File: src/posit_consts.svh
// Default posit sizes and the field widths derived from N and ES; include in every RTL file.
`ifndef POSIT_CONSTS_SVH
`define POSIT_CONSTS_SVH

`define POSIT_N  8
`define POSIT_ES 1

// The macros below expect module parameters N and ES in scope.
`define S              ($clog2(N))
`define MANT_SIZE      (N - ES - 3)
`define FRAC_FULL_SIZE (2 * `MANT_SIZE)
`define TE_SIZE        (`S + ES + 2)
`define K_SIZE         (`S + 2)
`define REG_LEN_SIZE   (`S + 2)
`define MANT_LEN_SIZE  (`S + 2)
`define EXP_SIZE       ((ES > 0) ? ES : 1)

`endif

File: src/posit_fmt_pkg.sv
// Posit format types: operand class and integer helpers for field sizing.
package posit_fmt_pkg;

    typedef enum logic [1:0] {
        PC_ZERO   = 2'd0,   // All-zero word.
        PC_NAR    = 2'd1,   // Only the sign bit set.
        PC_NORMAL = 2'd2
    } posit_class_e;

    function automatic int min(input int x, input int y);
        return (x < y) ? x : y;
    endfunction

    function automatic int max(input int x, input int y);
        return (x > y) ? x : y;
    endfunction

endpackage

File: src/posit_round_pkg.sv
// Rounding types and the nearest-even decision used by the posit encoder.
package posit_round_pkg;

    typedef enum logic {
        RND_KEEP = 1'b0,
        RND_UP   = 1'b1
    } rnd_action_e;

    // Ties go to the even neighbour.
    function automatic rnd_action_e round_nearest_even(
        input logic lsb,
        input logic round_bit,
        input logic sticky_bit
    );
        return (round_bit && (sticky_bit || lsb)) ? RND_UP : RND_KEEP;
    endfunction

endpackage

File: src/posit_encode.sv
// Consumer stage of the posit multiplier; assembles, rounds, signs and registers the result.
`timescale 1ns/10ps
`include "posit_consts.svh"

module posit_encode #(
    parameter int N  = `POSIT_N,
    parameter int ES = `POSIT_ES
) (
    input  logic                        clk,
    input  logic                        arst_n,
    input  logic                        stage_valid,
    input  logic                        sign,
    input  posit_fmt_pkg::posit_class_e res_class,
    input  logic signed [`K_SIZE-1:0]   k,
    input  logic [`EXP_SIZE-1:0]        next_exp,
    input  logic [`MANT_SIZE-1:0]       frac,
    input  logic                        round_bit,
    input  logic                        sticky_bit,
    input  logic                        k_is_oob,
    input  logic                        non_zero_frac_field_size,
    output logic                        out_valid,
    output logic [N-1:0]                p
);
    import posit_fmt_pkg::*;
    import posit_round_pkg::*;

    logic [N-2:0] body_reg;
    logic [N-2:0] body_exp;
    logic [N-2:0] body;
    logic [N-2:0] body_rnd;
    logic [N-1:0] word;
    logic [N-1:0] result;
    rnd_action_e  action;
    int           frac_len;

    always_comb begin
        if (k[$bits(k)-1]) begin
            body_reg = (N-1)'(1) << (N - 2 + int'(k));   // Zeros then a one.
            frac_len = N - 2 - ES + int'(k);
        end else begin
            body_reg = ~({(N-1){1'b1}} >> (int'(k) + 1));  // Ones then a zero.
            frac_len = N - 3 - ES - int'(k);
        end
        if (non_zero_frac_field_size) begin
            body_exp = (N-1)'(next_exp) << frac_len;
        end else begin
            body_exp = (N-1)'(next_exp) >> (-frac_len);
        end
    end

    assign body   = body_reg | body_exp | (N-1)'(frac);
    assign action = round_nearest_even(body[0], round_bit, sticky_bit);

    // Out of range saturates at maxpos or minpos.
    assign body_rnd = (action == RND_UP && !k_is_oob) ? body + 1'b1 : body;
    assign word     = sign ? -{1'b0, body_rnd} : {1'b0, body_rnd};

    always_comb begin
        case (res_class)
            PC_ZERO: result = '0;
            PC_NAR:  result = {1'b1, {(N-1){1'b0}}};
            default: result = word;
        endcase
    end

    always_ff @(posedge clk or negedge arst_n) begin
        if (!arst_n) begin
            out_valid <= 1'b0;
            p         <= '0;
        end else begin
            out_valid <= stage_valid;
            if (stage_valid) begin
                p <= result;
            end
        end
    end

    // Normal products never come out as zero or NaR.
    assert property (@(posedge clk) disable iff (!arst_n)
        stage_valid && res_class == PC_NORMAL |=> p != '0 && p != {1'b1, {(N-1){1'b0}}});

endmodule

File: config.mk
export PLATFORM = sky130hd
export DESIGN_NAME = posit_encode
export DESIGN_NICKNAME = d
export VERILOG_FILES = /design/src/posit_fmt_pkg.sv /design/src/posit_round_pkg.sv /design/src/posit_encode.sv
export VERILOG_INCLUDE_DIRS = /design/src
export SDC_FILE = /design/constraint.sdc
export NUM_CORES = 1
export LEC_CHECK = 0
export ABC_CLOCK_PERIOD_IN_PS = 1800
export BUFFER_PORTS_ARGS = -buffer_cell sky130_fd_sc_hd__buf_2
export CAP_MARGIN = 20
export CORE_UTILIZATION = 61
export CTS_CLUSTER_SIZE = 24
export DETAILED_ROUTE_END_ITERATION = 10
export PLACE_DENSITY = 0.86
export SLEW_MARGIN = 25
export SYNTH_ARGS = -nofsm -noshare
export SYNTH_HDL_FRONTEND = slang
export SYNTH_SLANG_ARGS = --single-unit
File: constraint.sdc
create_clock -name clk -period 1.8 [get_ports clk]
set_clock_uncertainty 0.15 [all_clocks]
set_input_delay 0.36 -clock clk [delete_from_list [all_inputs] [get_ports clk]]
set_output_delay 0.36 -clock clk [all_outputs]
set_load 0.005 [all_outputs]
==> impl_metrics.ini, run 1 <==
[run_status]
status = did not finish
haltStage = clock tree synthesis (4_1_cts)
tool.error = [ERROR DPL-0038] Utilization greater than 100%, impossible to legalize

[synthesis]
synth_area_leaders = dfrtp_1, ha_1, xnor2_1
synth-edff-count = 0
ys_seq_elements = 9
ys.flop_type = dfrtp_1
syn_nets = 236
ys_warn_count = 0
synth_cells = 202
synth_area_per_cell_sq_um = 8.207
yosysUniqueCellTypes = 68
ys_async_sr_fraction = 1.000
yosysTopAreaCell = dfrtp_1
synth_common_cells = nand2_1, ha_1, inv_1
synth_most_common_cell = nand2_1
netlist_area_sq_mm = 0.001658
synth-seq-area-share = 0.1358
synth_top_area_share = 0.1358

[placed_design]
place_congestion = 0.9133
port_buffers = 28
post-dp-hpwl_um = 4296
dpl_worst_slack_ns = -2.935

[floorplanning]
start_util = 0.6572
rows = 18
io_pins = 29
die_w_um = 54.13
die_y_um = 54.13

[clock_network]
ctsHtreeMaxLevel = 1
cts_root_buffer = clkbuf_4
ctsLongestPathBuffers = 2
clkSinkCount = 9
postCtsHoldBufs = 1
post_cts_buffers = 14
cts_resized = 42
cts_inserted_buffers = 3
## per-stage QoR
stage | utilization | setup TNS [ns] | hold WS [ns] | cells | instance area (sq um)
2_1_floorplan | - | -19.90 | -0.08559 | 202 | 1717
3_3_place_gp | 0.9067 | -19.31 | 0.06140 | 314 | 2287
3_5_place_dp | 0.9067 | -21.54 | 0.07459 | 314 | 2287
## cell families after synthesis
kind of cell | synth area share
flip-flops | 0.1359
XOR/XNOR | 0.07775
AO/OA/AOI/OAI | 0.3283
AND/OR/NAND/NOR | 0.2438
multiplexers | 0.01887
adder cells (fa/ha/maj) | 0.1057
buffers and inverters | 0.08980
==> inputs of run 2 (changes only) <==
--- a/config.mk
+++ b/config.mk
@@ -9,10 +9,9 @@
 export ABC_CLOCK_PERIOD_IN_PS = 1800
 export BUFFER_PORTS_ARGS = -buffer_cell sky130_fd_sc_hd__buf_2
 export CAP_MARGIN = 20
-export CORE_UTILIZATION = 61
-export CTS_CLUSTER_SIZE = 24
+export CORE_UTILIZATION = 40
 export DETAILED_ROUTE_END_ITERATION = 10
-export PLACE_DENSITY = 0.86
+export PLACE_DENSITY_LB_ADDON = 0.15
 export SLEW_MARGIN = 25
 export SYNTH_ARGS = -nofsm -noshare
 export SYNTH_HDL_FRONTEND = slang
==> impl_metrics.ini, run 2 <==
[synthesis]
synth_compound_area_frac = 0.3283
synth-seq-area-share = 0.1358
synth_cells = 202
synthAdderAreaFrac = 0.1057
ys_warn_count = 0
netlist_area_sq_mm = 0.001658
ys.flop_type = dfrtp_1
synth_area_per_cell_sq_um = 8.207
synth_most_common_cell = nand2_1
synth_common_cells = nand2_1, ha_1, inv_1
syn_nets = 236
synth-edff-count = 0
ys_seq_elements = 9
synth-xor-area-share = 0.07774
yosysUniqueCellTypes = 68
yosysTopAreaCell = dfrtp_1
synth_area_leaders = dfrtp_1, ha_1, xnor2_1
synth_top_area_share = 0.1358
muxShareOfSynthArea = 0.01887
ys_async_sr_fraction = 1.000
synthSimpleGateAreaFrac = 0.2438
synth_top_family_by_area = compound AO/OA/AOI/OAI gates

[layout]
regMostFlops = p
postLayoutCoreUtil = 0.7272
finish.net_count = 350
final_cell_mix = buf_4, buf_2, nand2_1
top_regs = p: 8 flops, out_valid: 1 flops
diodes = 0
mostFrequentLayoutCell = buf_4
fin_area_sq_mm = 0.002909
largest_reg_flops = 8
area_growth_pct = 75.47
drive_above_1_share = 0.5492

[drt]
drt_iter0_drc = 47
drt_wl_total_um = 5011
vias = 1937
drc_errors = 0
routed_via_density = 5.307
ant_nets = 0
firstDrtPassIters = 4
drt-wirelength-per-cell_um = 13.73

[placed_design]
dpl_worst_slack_ns = -2.885
port_buffers = 28
post_dp_cell_area_sq_mm = 0.002350
place_congestion = 0.7828
post-dp-hpwl_um = 3631

[clock_network]
cts_root_buffer = clkbuf_8
ctsLongestPathBuffers = 2
worstSkewPairLatency_ns = 0.24
cts_tree = done
clkTransAtPathRegs_ns = 0.04
clkSinkCount = 9
ctsHtreeMaxLevel = 1
cts_inserted_buffers = 3

[worst_setup_path]
worst_setup_path_end_kind = flop
cp_slowest_cell = a211o_4
critPathKind = in -> reg
worstRegToRegCells = 2
crit_path_start_kind = input port
cp_max_fo = 5
rr_startpoint = p[4]
crit_top_cell = buf_6
timing.rr.end = p[4]
cp_data_required_time_ns = 1.76
cpPeakStageDelay_ns = 0.37
path_cells = buf_12 > buf_6 > nand2b_4 > a21o_1 > a211oi_4 > buf_4 > nand2_1 > ha_1 > nor4bb_4 > nand4_1 > buf_4 > nor3_2 > a21bo_2 > a211o_4 > buf_6 > buf_6 > o211a_4 > buf_12 > xor2_4 > buf_6 > o41ai_4 > xnor2_1 > o22ai_1
rrSetupSlack_ns = 0.85
crit_arrival_ns = 4.18

[floorplanning]
die_area_sq_mm = 0.004406
start_util = 0.4145
io_pins = 29
rows = 23
coreArea_sq_mm = 0.004000
die_y_um = 66.38
die_w_um = 66.38

[run_status]
status = complete, but fails checks
violations = negative setup slack

[power]
p_leak_nw = 1.250
ir_drop_mv = 0.2101
p_per_area_mw_per_mm2 = 434.9

[global_routing]
grt_antenna_before_repair = 0
grt_pass1_vias = 1894
grt_max_degree = 18
grt_usage = 0.2359
grt_pass1_wl_um = 8066
grt_overflow = 0

[worst_hold_path]
hold_depth = 1
hold_path_class = in -> reg
whs_endpoint = out_valid
hold_start = stage_valid

[timing]
slew_viol_final = 0
maxSlewHeadroom = 0.6443
period_share = 2.343
setup_viol = 8
setup_slack_ns = -2.417
hold_violations = 0
rsz0062_at_grt = yes
fmax_mhz = 237.1
finalCriticalPeriod_ns = 4.217
worstMarginPinSlew_ns = 0.5336

[flow_run]
maxCapViolCount = 0
-- run 2: cell counts after synthesis --
Identical to the previous run, type by type.
-- run 2: worst max-delay path: cells and delay by family --
family	cells	cell delay, ns
xor gates and xnor gates	2	0.35
AOI/OAI and AO/OA	7	1.68
buffers and inverters	8	1.05
adders and majority gates	1	0.27
and+or+nand+nor	5	0.47
-- run 2: cell families (layout without fill, tap and decap cells) --
logic type      count (synthesis)  after routing
xor+xnor                       13             13
mux                             3              3
compound gates                 66             66
simple gates                   71             71
flops                           9              9
buf+inv                        26            139
fa+ha+maj                      14             14
-- run 2: how the worst max path moves through the flow --
stage,endpoint,slack (ns),startpoint
floorplan,p[6],-2.72,k[0]
global placement,p[6],-2.84,k[0]
detailed placement,p[6],-2.89,k[0]
CTS,p[6],-2.29,k[0]
global route,p[6],-2.60,k[1]
finish,p[5],-2.42,k[0]
-- run 2: per-stage QoR --
| step | std cells | hold slack (ns) | total power, mW | TNS (ns) |
|---|---|---|---|---|
| after detailed placement | 339 | 0.07162 | 0.8361 | -21.06 |
| after global routing | 365 | 0.2267 | 1.355 | -19.10 |
| after CTS | 359 | 0.2203 | 1.204 | -16.85 |
| after global placement | 339 | 0.06728 | 0.8292 | -20.73 |
| after floorplan | 202 | -0.08559 | 0.5866 | -19.90 |
| final | 365 | 0.2250 | 1.265 | -17.74 |
-- run 2: area by class of cell --
class                           instances  area, sq um
Multi-Input combinational cell        167         1563
Clock buffer                            4        45.04
Timing Repair Buffer                  122        947.2
Sequential cell                         9        225.2
Fill cell                             286         1091
Tap cell                               50        62.56
Inverter                               13        66.31
-- run 2: per-layer routing --
metal | GRT usage | vias up | wire (um)
met2 | 0.4745 | 37 | 2789
met5 | 0 | - | 0
met4 | 0.05851 | 0 | 102
met3 | 0.01207 | 9 | 108
met1 | 0.2627 | 903 | 2011
li1 | - | 988 | -
-- run 2: timing repair --
item | CTS | global route
endpoints found under the setup margin | 8 | 8
hold endpoints to repair | 9 | 0
buffers inserted | 15 | 7
resized for setup | 51 | 11
pin swaps | 22 | 9
hold buffers | 1 | 0
-- run 2: power breakdown --
| part | internal, mW | switching [mW] | total, mW |
|---|---|---|---|
| Clock | 0.155 | 0.0838 | 0.238 |
| Combinational | 0.430 | 0.361 | 0.791 |
| Sequential | 0.227 | 0.00935 | 0.236 |
Power figures use the tool's default switching activity.
