## src/posit_consts.svh

```systemverilog
// Default posit sizes and the field widths derived from N and ES; include in every RTL file.
`ifndef POSIT_CONSTS_SVH
`define POSIT_CONSTS_SVH

`define POSIT_N  8
`define POSIT_ES 1

// The macros below expect module parameters N and ES in scope.
`define S              ($clog2(N))
`define MANT_SIZE      (N - ES - 3)
`define FRAC_FULL_SIZE (2 * `MANT_SIZE)
`define TE_SIZE        (`S + ES + 2)
`define K_SIZE         (`S + 2)
`define REG_LEN_SIZE   (`S + 2)
`define MANT_LEN_SIZE  (`S + 2)
`define EXP_SIZE       ((ES > 0) ? ES : 1)

`endif

```

## src/posit_fmt_pkg.sv

```systemverilog
// Posit format types: operand class and integer helpers for field sizing.
package posit_fmt_pkg;

    typedef enum logic [1:0] {
        PC_ZERO   = 2'd0,   // All-zero word.
        PC_NAR    = 2'd1,   // Only the sign bit set.
        PC_NORMAL = 2'd2
    } posit_class_e;

    function automatic int min(input int x, input int y);
        return (x < y) ? x : y;
    endfunction

    function automatic int max(input int x, input int y);
        return (x > y) ? x : y;
    endfunction

endpackage

```

## src/compute_rouding.sv

```systemverilog
// Round and sticky bit logic for the posit packer, taken from the bits the packed word drops.
`timescale 1ns/10ps
`include "posit_consts.svh"

module compute_rouding #(
    parameter int N  = `POSIT_N,
    parameter int ES = `POSIT_ES
) (
    input  logic signed [`MANT_LEN_SIZE-1:0] frac_len,
    input  logic [`FRAC_FULL_SIZE-1:0]       frac_full,
    input  logic [`S+1:0]                    frac_len_diff,
    input  logic signed [`K_SIZE-1:0]        k,
    input  logic [`EXP_SIZE-1:0]             exp,
    input  logic                             frac_truncated,
    output logic                             round_bit,
    output logic                             sticky_bit
);
    localparam int FFW = `FRAC_FULL_SIZE;
    localparam int EW  = `EXP_SIZE;
    localparam int KW  = `K_SIZE;

    int rpos;
    int exp_cut;

    assign rpos    = int'(frac_len_diff) - 1;  // First dropped fraction bit.
    assign exp_cut = -int'(frac_len);          // Exponent bits pushed out.

    always_comb begin
        // Whole exponent gone, so the regime terminator is next.
        round_bit  = k[KW-1];
        sticky_bit = frac_truncated | (|frac_full) | (|exp);
        if (frac_len >= 0) begin
            round_bit  = frac_full[rpos];
            sticky_bit = frac_truncated | (|(frac_full << (FFW - rpos)));
        end else if (exp_cut <= ES) begin
            round_bit  = exp[exp_cut-1];
            sticky_bit = frac_truncated | (|frac_full) | (|(exp << (EW - exp_cut + 1)));
        end
    end

endmodule

```

## src/pack_fields.sv

```systemverilog
// Posit field packer; sizes regime, exponent and fraction for an N-bit word and flags rounding.
`timescale 1ns/10ps
`include "posit_consts.svh"

module pack_fields #(
    parameter int N  = `POSIT_N,
    parameter int ES = `POSIT_ES
) (
    input  logic [`FRAC_FULL_SIZE-1:0] frac_full,
    input  logic signed [`TE_SIZE-1:0] total_exp,
    input  logic                       frac_truncated,
    output logic signed [`K_SIZE-1:0]  k,
    output logic [`EXP_SIZE-1:0]       next_exp,
    output logic [`MANT_SIZE-1:0]      frac,
    output logic                       round_bit,
    output logic                       sticky_bit,
    output logic                       k_is_oob,
    output logic                       non_zero_frac_field_size
);
    import posit_fmt_pkg::*;

    localparam int KW  = `K_SIZE;
    localparam int RLW = `REG_LEN_SIZE;
    localparam int MLW = `MANT_LEN_SIZE;
    localparam int FFW = `FRAC_FULL_SIZE;
    localparam int MW  = `MANT_SIZE;
    localparam int EW  = `EXP_SIZE;
    localparam int DW  = `S + 2;
    localparam logic signed [KW-1:0] K_MAX = KW'(N - 2);

    logic signed [KW-1:0]  k_unpacked;
    logic [EW-1:0]         exp_unpacked;
    logic signed [KW-1:0]  regime_k;
    logic signed [RLW-1:0] reg_len;
    logic signed [MLW-1:0] frac_len;
    logic [DW-1:0]         frac_len_diff;
    int                    es_drop;

    unpack_exponent #(.N(N), .ES(ES)) unpack_exponent_inst (
        .total_exp(total_exp),
        .k        (k_unpacked),
        .exp      (exp_unpacked)
    );

    assign regime_k = (k_unpacked > K_MAX)  ? K_MAX  :
                      (k_unpacked < -K_MAX) ? -K_MAX : k_unpacked;
    assign k_is_oob = (k_unpacked != regime_k);
    assign k        = regime_k;

    // Run plus terminator; the terminator may fall off the word at k = N-2.
    assign reg_len = regime_k[KW-1] ? RLW'(1 - int'(regime_k)) : RLW'(int'(regime_k) + 2);

    assign frac_len      = MLW'(N - 1 - ES - int'(reg_len));  // Negative eats into exponent.
    assign frac_len_diff = DW'(FFW - int'(frac_len));

    assign es_drop  = ES - max(0, min(ES, N - 1 - int'(reg_len)));
    assign next_exp = (exp_unpacked >> es_drop) << es_drop;  // Cleared low bits.

    assign frac                     = MW'(frac_full >> frac_len_diff);
    assign non_zero_frac_field_size = (frac_len >= 0);

    compute_rouding #(.N(N), .ES(ES)) compute_rouding_inst (
        .frac_len      (frac_len),
        .frac_full     (frac_full),
        .frac_len_diff (frac_len_diff),
        .k             (regime_k),
        .exp           (exp_unpacked),
        .frac_truncated(frac_truncated),
        .round_bit     (round_bit),
        .sticky_bit    (sticky_bit)
    );

endmodule

```

## src/unpack_exponent.sv

```systemverilog
// Splits a signed total exponent into regime value and exponent field for the packer.
`timescale 1ns/10ps
`include "posit_consts.svh"

module unpack_exponent #(
    parameter int N  = `POSIT_N,
    parameter int ES = `POSIT_ES
) (
    input  logic signed [`TE_SIZE-1:0] total_exp,
    output logic signed [`K_SIZE-1:0]  k,
    output logic [`EXP_SIZE-1:0]       exp
);
    localparam int KW = `K_SIZE;
    localparam int EW = `EXP_SIZE;

    assign k = KW'(total_exp >>> ES);  // Floor division by 2^ES.

    generate
        if (ES > 0) begin : g_exp
            assign exp = total_exp[EW-1:0];
        end else begin : g_no_exp
            assign exp = '0;
        end
    endgenerate

endmodule
```

## config.mk

```make
export PLATFORM = sky130hd
export DESIGN_NAME = pack_fields
export DESIGN_NICKNAME = d
export VERILOG_FILES = /design/src/posit_fmt_pkg.sv /design/src/compute_rouding.sv /design/src/pack_fields.sv /design/src/unpack_exponent.sv
export VERILOG_INCLUDE_DIRS = /design/src
export SDC_FILE = /design/constraint.sdc
export NUM_CORES = 1
export LEC_CHECK = 0
export ABC_CLOCK_PERIOD_IN_PS = 4300
export CAP_MARGIN = 10
export CORE_MARGIN = 1.5
export CORE_UTILIZATION = 62
export DETAILED_ROUTE_END_ITERATION = 8
export DONT_BUFFER_PORTS = 1
export PLACE_DENSITY = 0.92
export SLEW_MARGIN = 15
export SYNTH_ARGS = -nofsm -noshare
export SYNTH_HDL_FRONTEND = slang
export SYNTH_SLANG_ARGS = --single-unit
```

## constraint.sdc

```tcl
create_clock -name vclk -period 4.3
set_input_delay 0 -clock vclk [all_inputs]
set_output_delay 0 -clock vclk [all_outputs]
set_load 0.1 [all_outputs]
```

==> reports/metrics.cfg, run 1 <==
[status]
status = did not finish
stop_stage = 5_1_grt
error_line = [ERROR GRT-0232] Routing congestion too high. Check the congestion heatmap in the GUI.

[clock_network]
ctsHoldBuffers = 0

[placed_design]
io_buffer_count = 0
globalplace.congestion = 0.981
dpl.hpwl_um = 4780
pre_cts_ws_ns = -0.189

[die]
die_h_um = 60.6
start_util = 0.663
num_rows = 20
die-width_um = 60.6
io_pins = 29

[global_routing]
grt_usage = 0.669
grt-ovfl-total = 2
grt_max_degree = 17

[yosys]
yosys_warnings = 0
yosysSeqAreaShare = 0
syn_nets = 320
synth_cell_type_count = 74
synth_area_um2 = 2060
syn_inst = 276
syn_avg_cell_area_um2 = 7.46

[sta]
crit_endpoint = sticky_bit
endpoint_type = top-level output

cells by family after synthesis:
kind of cell | after synthesis | synth area share
adders and majority gates | 29 | 0.176
AOI/OAI and AO/OA | 62 | 0.241
buffers and inverters | 26 | 0.0626
muxes | 13 | 0.0845
and+or+nand+nor | 136 | 0.379
xor gates and xnor gates | 10 | 0.0571
metrics by stage:
step                      std cells   util  instance area, um2
after floorplan                 276      -                2200
after global placement          340  0.790                2450
after CTS                       346  0.820                2540
after detailed placement        340  0.790                2450
what timing repair did:
| action | 4_1_cts |
|---|---|
| buffers inserted | 6 |
| endpoints found under the setup margin | 2 |
| pin swaps | 13 |
| resized for setup | 11 |
synthesized netlist by cell type, types with 6 or more instances:
library cell | instances | share of area
nor2_1 | 22 | 0.040
nand3_1 | 14 | 0.034
nand2_1 | 37 | 0.067
mux2i_1 | 8 | 0.039
nand4_1 | 7 | 0.021
o21ai_1 | 6 | 0.015
o21ai_0 | 14 | 0.034
xnor2_1 | 6 | 0.026
nor4_1 | 6 | 0.018
nor3_1 | 6 | 0.015
a21oi_1 | 7 | 0.017
inv_1 | 11 | 0.020
ha_1 | 29 | 0.18
metal layers:
metal	track usage	overflow
met4	0.581	2
met3	0.488	0
met2	0.846	0
met5	0.0286	0
met1	0.724	0
==> inputs of run 2 (changes only) <==
--- a/config.mk
+++ b/config.mk
@@ -6,13 +6,13 @@
 export SDC_FILE = /design/constraint.sdc
 export NUM_CORES = 1
 export LEC_CHECK = 0
-export ABC_CLOCK_PERIOD_IN_PS = 4300
+export ABC_CLOCK_PERIOD_IN_PS = 5600
 export CAP_MARGIN = 10
 export CORE_MARGIN = 1.5
-export CORE_UTILIZATION = 62
+export CORE_UTILIZATION = 40
 export DETAILED_ROUTE_END_ITERATION = 8
 export DONT_BUFFER_PORTS = 1
-export PLACE_DENSITY = 0.92
+export PLACE_DENSITY_LB_ADDON = 0.15
 export SLEW_MARGIN = 15
 export SYNTH_ARGS = -nofsm -noshare
 export SYNTH_HDL_FRONTEND = slang
==> constraint.sdc (replaced) <==
create_clock -name vclk -period 5.6
set_input_delay 0 -clock vclk [all_inputs]
set_output_delay 0 -clock vclk [all_outputs]
set_load 0.1 [all_outputs]
==> run 2 against run 1 <==
Effect of this change:
- the flow now finishes without violations
- synthesized cell count did not move
- synthesized area did not move
==> reports/metrics.cfg, run 2 <==
[critical_path]
cp-start-kind = input pin
crit_required_ns = 5.60
startpoint = total_exp[2]
cp.arrival_ns = 5.13
path_class = input pin to primary output
endpoint = sticky_bit
crit_fanout = 10
critPathCaptureType = primary output

[cells_and_area]
nets = 325
final_cell_mix = 37 x nand2_1, 29 x ha_1, 19 x nor2_1, 14 x nand3_1, 14 x buf_4
utilization = 0.459
areaGrowthSynthToFinish_pct = 8.15
n_antenna_cell = 0
num-clock-buffers = 0
seq_cell_count = 0
drive_gt1_frac = 0.201
mostFrequentLayoutCell = nand2_1
nFillCells = 505
multi_input_area_um2 = 1980
regArea_um2 = 0

[routing]
drt-initial-drc-count = 113
drt_wl_total_um = 5390
ant_nets = 0
drc = 0
routedWlPerCell_um = 15.6
vias = 2078
dr.pass1.iters = 5
viasPerCell = 6.01

[global_routing]
grt_pass1_wl_um = 9120
antenna_found_initial = 0
grt_usage = 0.204
grt_max_degree = 18
grt_pass1_vias = 1921
grt-ovfl-total = 0

[pwr]
vdd_drop_max_uv = 256
power_mw = 0.687
power.leakage_nw = 0.850
p_per_area_nw_per_um2 = 309

[worst_hold_path]
hold_path.class = input pin to primary output
min-delay-start = total_exp[5]

[status]
status = finished, final reports clean

[yosys]
synthTopCellsByArea = ha_1 18%, nand2_1 6.7%, nor2_1 4.0%
synth_cell_type_count = 74  ; unchanged
synth_area_um2 = 2060  ; unchanged
yosysSeqAreaShare = 0  ; unchanged
netlist_top_cells_count = 37 x nand2_1, 29 x ha_1, 22 x nor2_1, 14 x nand3_1, 14 x o21ai_0
yosysMostFrequentCell = nand2_1
syn_nets = 320  ; unchanged
yosys.area.top_type = ha_1
yosysTopAreaCellShare = 0.176  ; unchanged
syn_avg_cell_area_um2 = 7.46  ; unchanged
syn_inst = 276  ; unchanged
yosys_warnings = 0  ; unchanged

[sta]
tightest_slew_ns = 1.15
setup_viol = 0
fin_tns_setup_ns = 0
slew_headroom = 0.233
drv_slew = 0
rsz0062_at_grt = no
clock.fmax_mhz = 195
post-route-period-util = 0.916
hold_violations = 0
holdWs_ns = 0.00186
min_period_ns = 5.13

[die]
start_util = 0.425  ; -0.239
dieArea_um2 = 5580
io_pins = 29  ; unchanged
core_area_um2 = 4850
die-width_um = 74.7  ; +23%
die_h_um = 74.7  ; +23%
num_rows = 25  ; +25%

[job]
maxCapViolCount = 0

[clock_network]
post-cts-setup-buffers = 0  ; -6
ctsHoldBuffers = 0  ; unchanged
cts_resized = 0  ; -11

[placed_design]
dpl.hpwl_um = 4340  ; -9.3%
globalplace.congestion = 0.864  ; -12%
io_buffer_count = 0  ; unchanged

[run 2: cell counts after synthesis]
Identical to the previous run, type by type.
[run 2: where the power goes]
part / switching (mW) / internal [mW]
sequential: 0 / 0
combinational: 0.461 / 0.226
clock: 0 / 0
[run 2: area by class of cell]
cell class | instances | share of cell area
multi-input combinational | 250 | 0.889
timing repair buffer | 14 | 0.0472
tap | 67 | 0.0377
inverter | 15 | 0.0264
[run 2: how the worst min path moves through the flow]
stage,slack (ns),cells past startpoint,endpoint
after floorplan,0.32,2,k[2]
after global placement,0.001,0,k[3]
after detailed placement,0.001,0,k[3]
after CTS,0.001,0,k[3]
after global routing,0.002,0,k[3]
final,0.002,0,k[3]
[run 2: metrics by stage]
stage / setup WS [ns] / cells / cell area [um2]
2_1_floorplan: 0.258 / 276 / 2080
5_1_grt: 0.0352 / 346 / 2230
3_5_place_dp: 0.504 / 346 / 2230
6_report: 0.472 / 346 / 2230
4_1_cts: 0.505 / 346 / 2230
3_3_place_gp: 0.542 / 346 / 2230
[run 2: routing by layer]
| layer | track usage | share of wire | vias to the layer above |
|---|---|---|---|
| li1 | - | - | 1064 |
| met1 | 0.292 | 0.48 | 957 |
| met2 | 0.349 | 0.47 | 55 |
| met3 | 0.0201 | 0.048 | 2 |
| met4 | 0.0121 | 0.0017 | 0 |
| met5 | 0 | 0 | - |
[run 2: cell families (layout without fill, tap and decap cells)]
logic type | count (synthesis) | count (layout) | synth area share
compound gates | 62 | 62 | 0.241
xor+xnor | 10 | 10 | 0.0571
fa+ha+maj | 29 | 29 | 0.176
buf+inv | 26 | 29 | 0.0626
mux | 13 | 13 | 0.0845
simple gates | 136 | 136 | 0.379
[run 2: worst max-delay path: stages]
cell	delay (ns)
o211ai_1	0.08
ha_1	0.43
and2b_1	0.27
xnor2_1	0.29
and2_1	0.21
ha_1	0.36
xor2_2	0.17
and2_1	0.30
a221o_2	0.47
nor3_4	0.36
nor4_1	0.10
a21o_1	0.17
o21ai_1	0.23
mux2i_1	0.12
ha_1	0.29
nand2_1	0.05
nor4_1	0.30
nand4_1	0.17
nor4b_2	0.26
nand2_1	0.09
o21ai_2	0.11
buf_4	0.29
No activity file was read; power rests on OpenSTA's default activity.
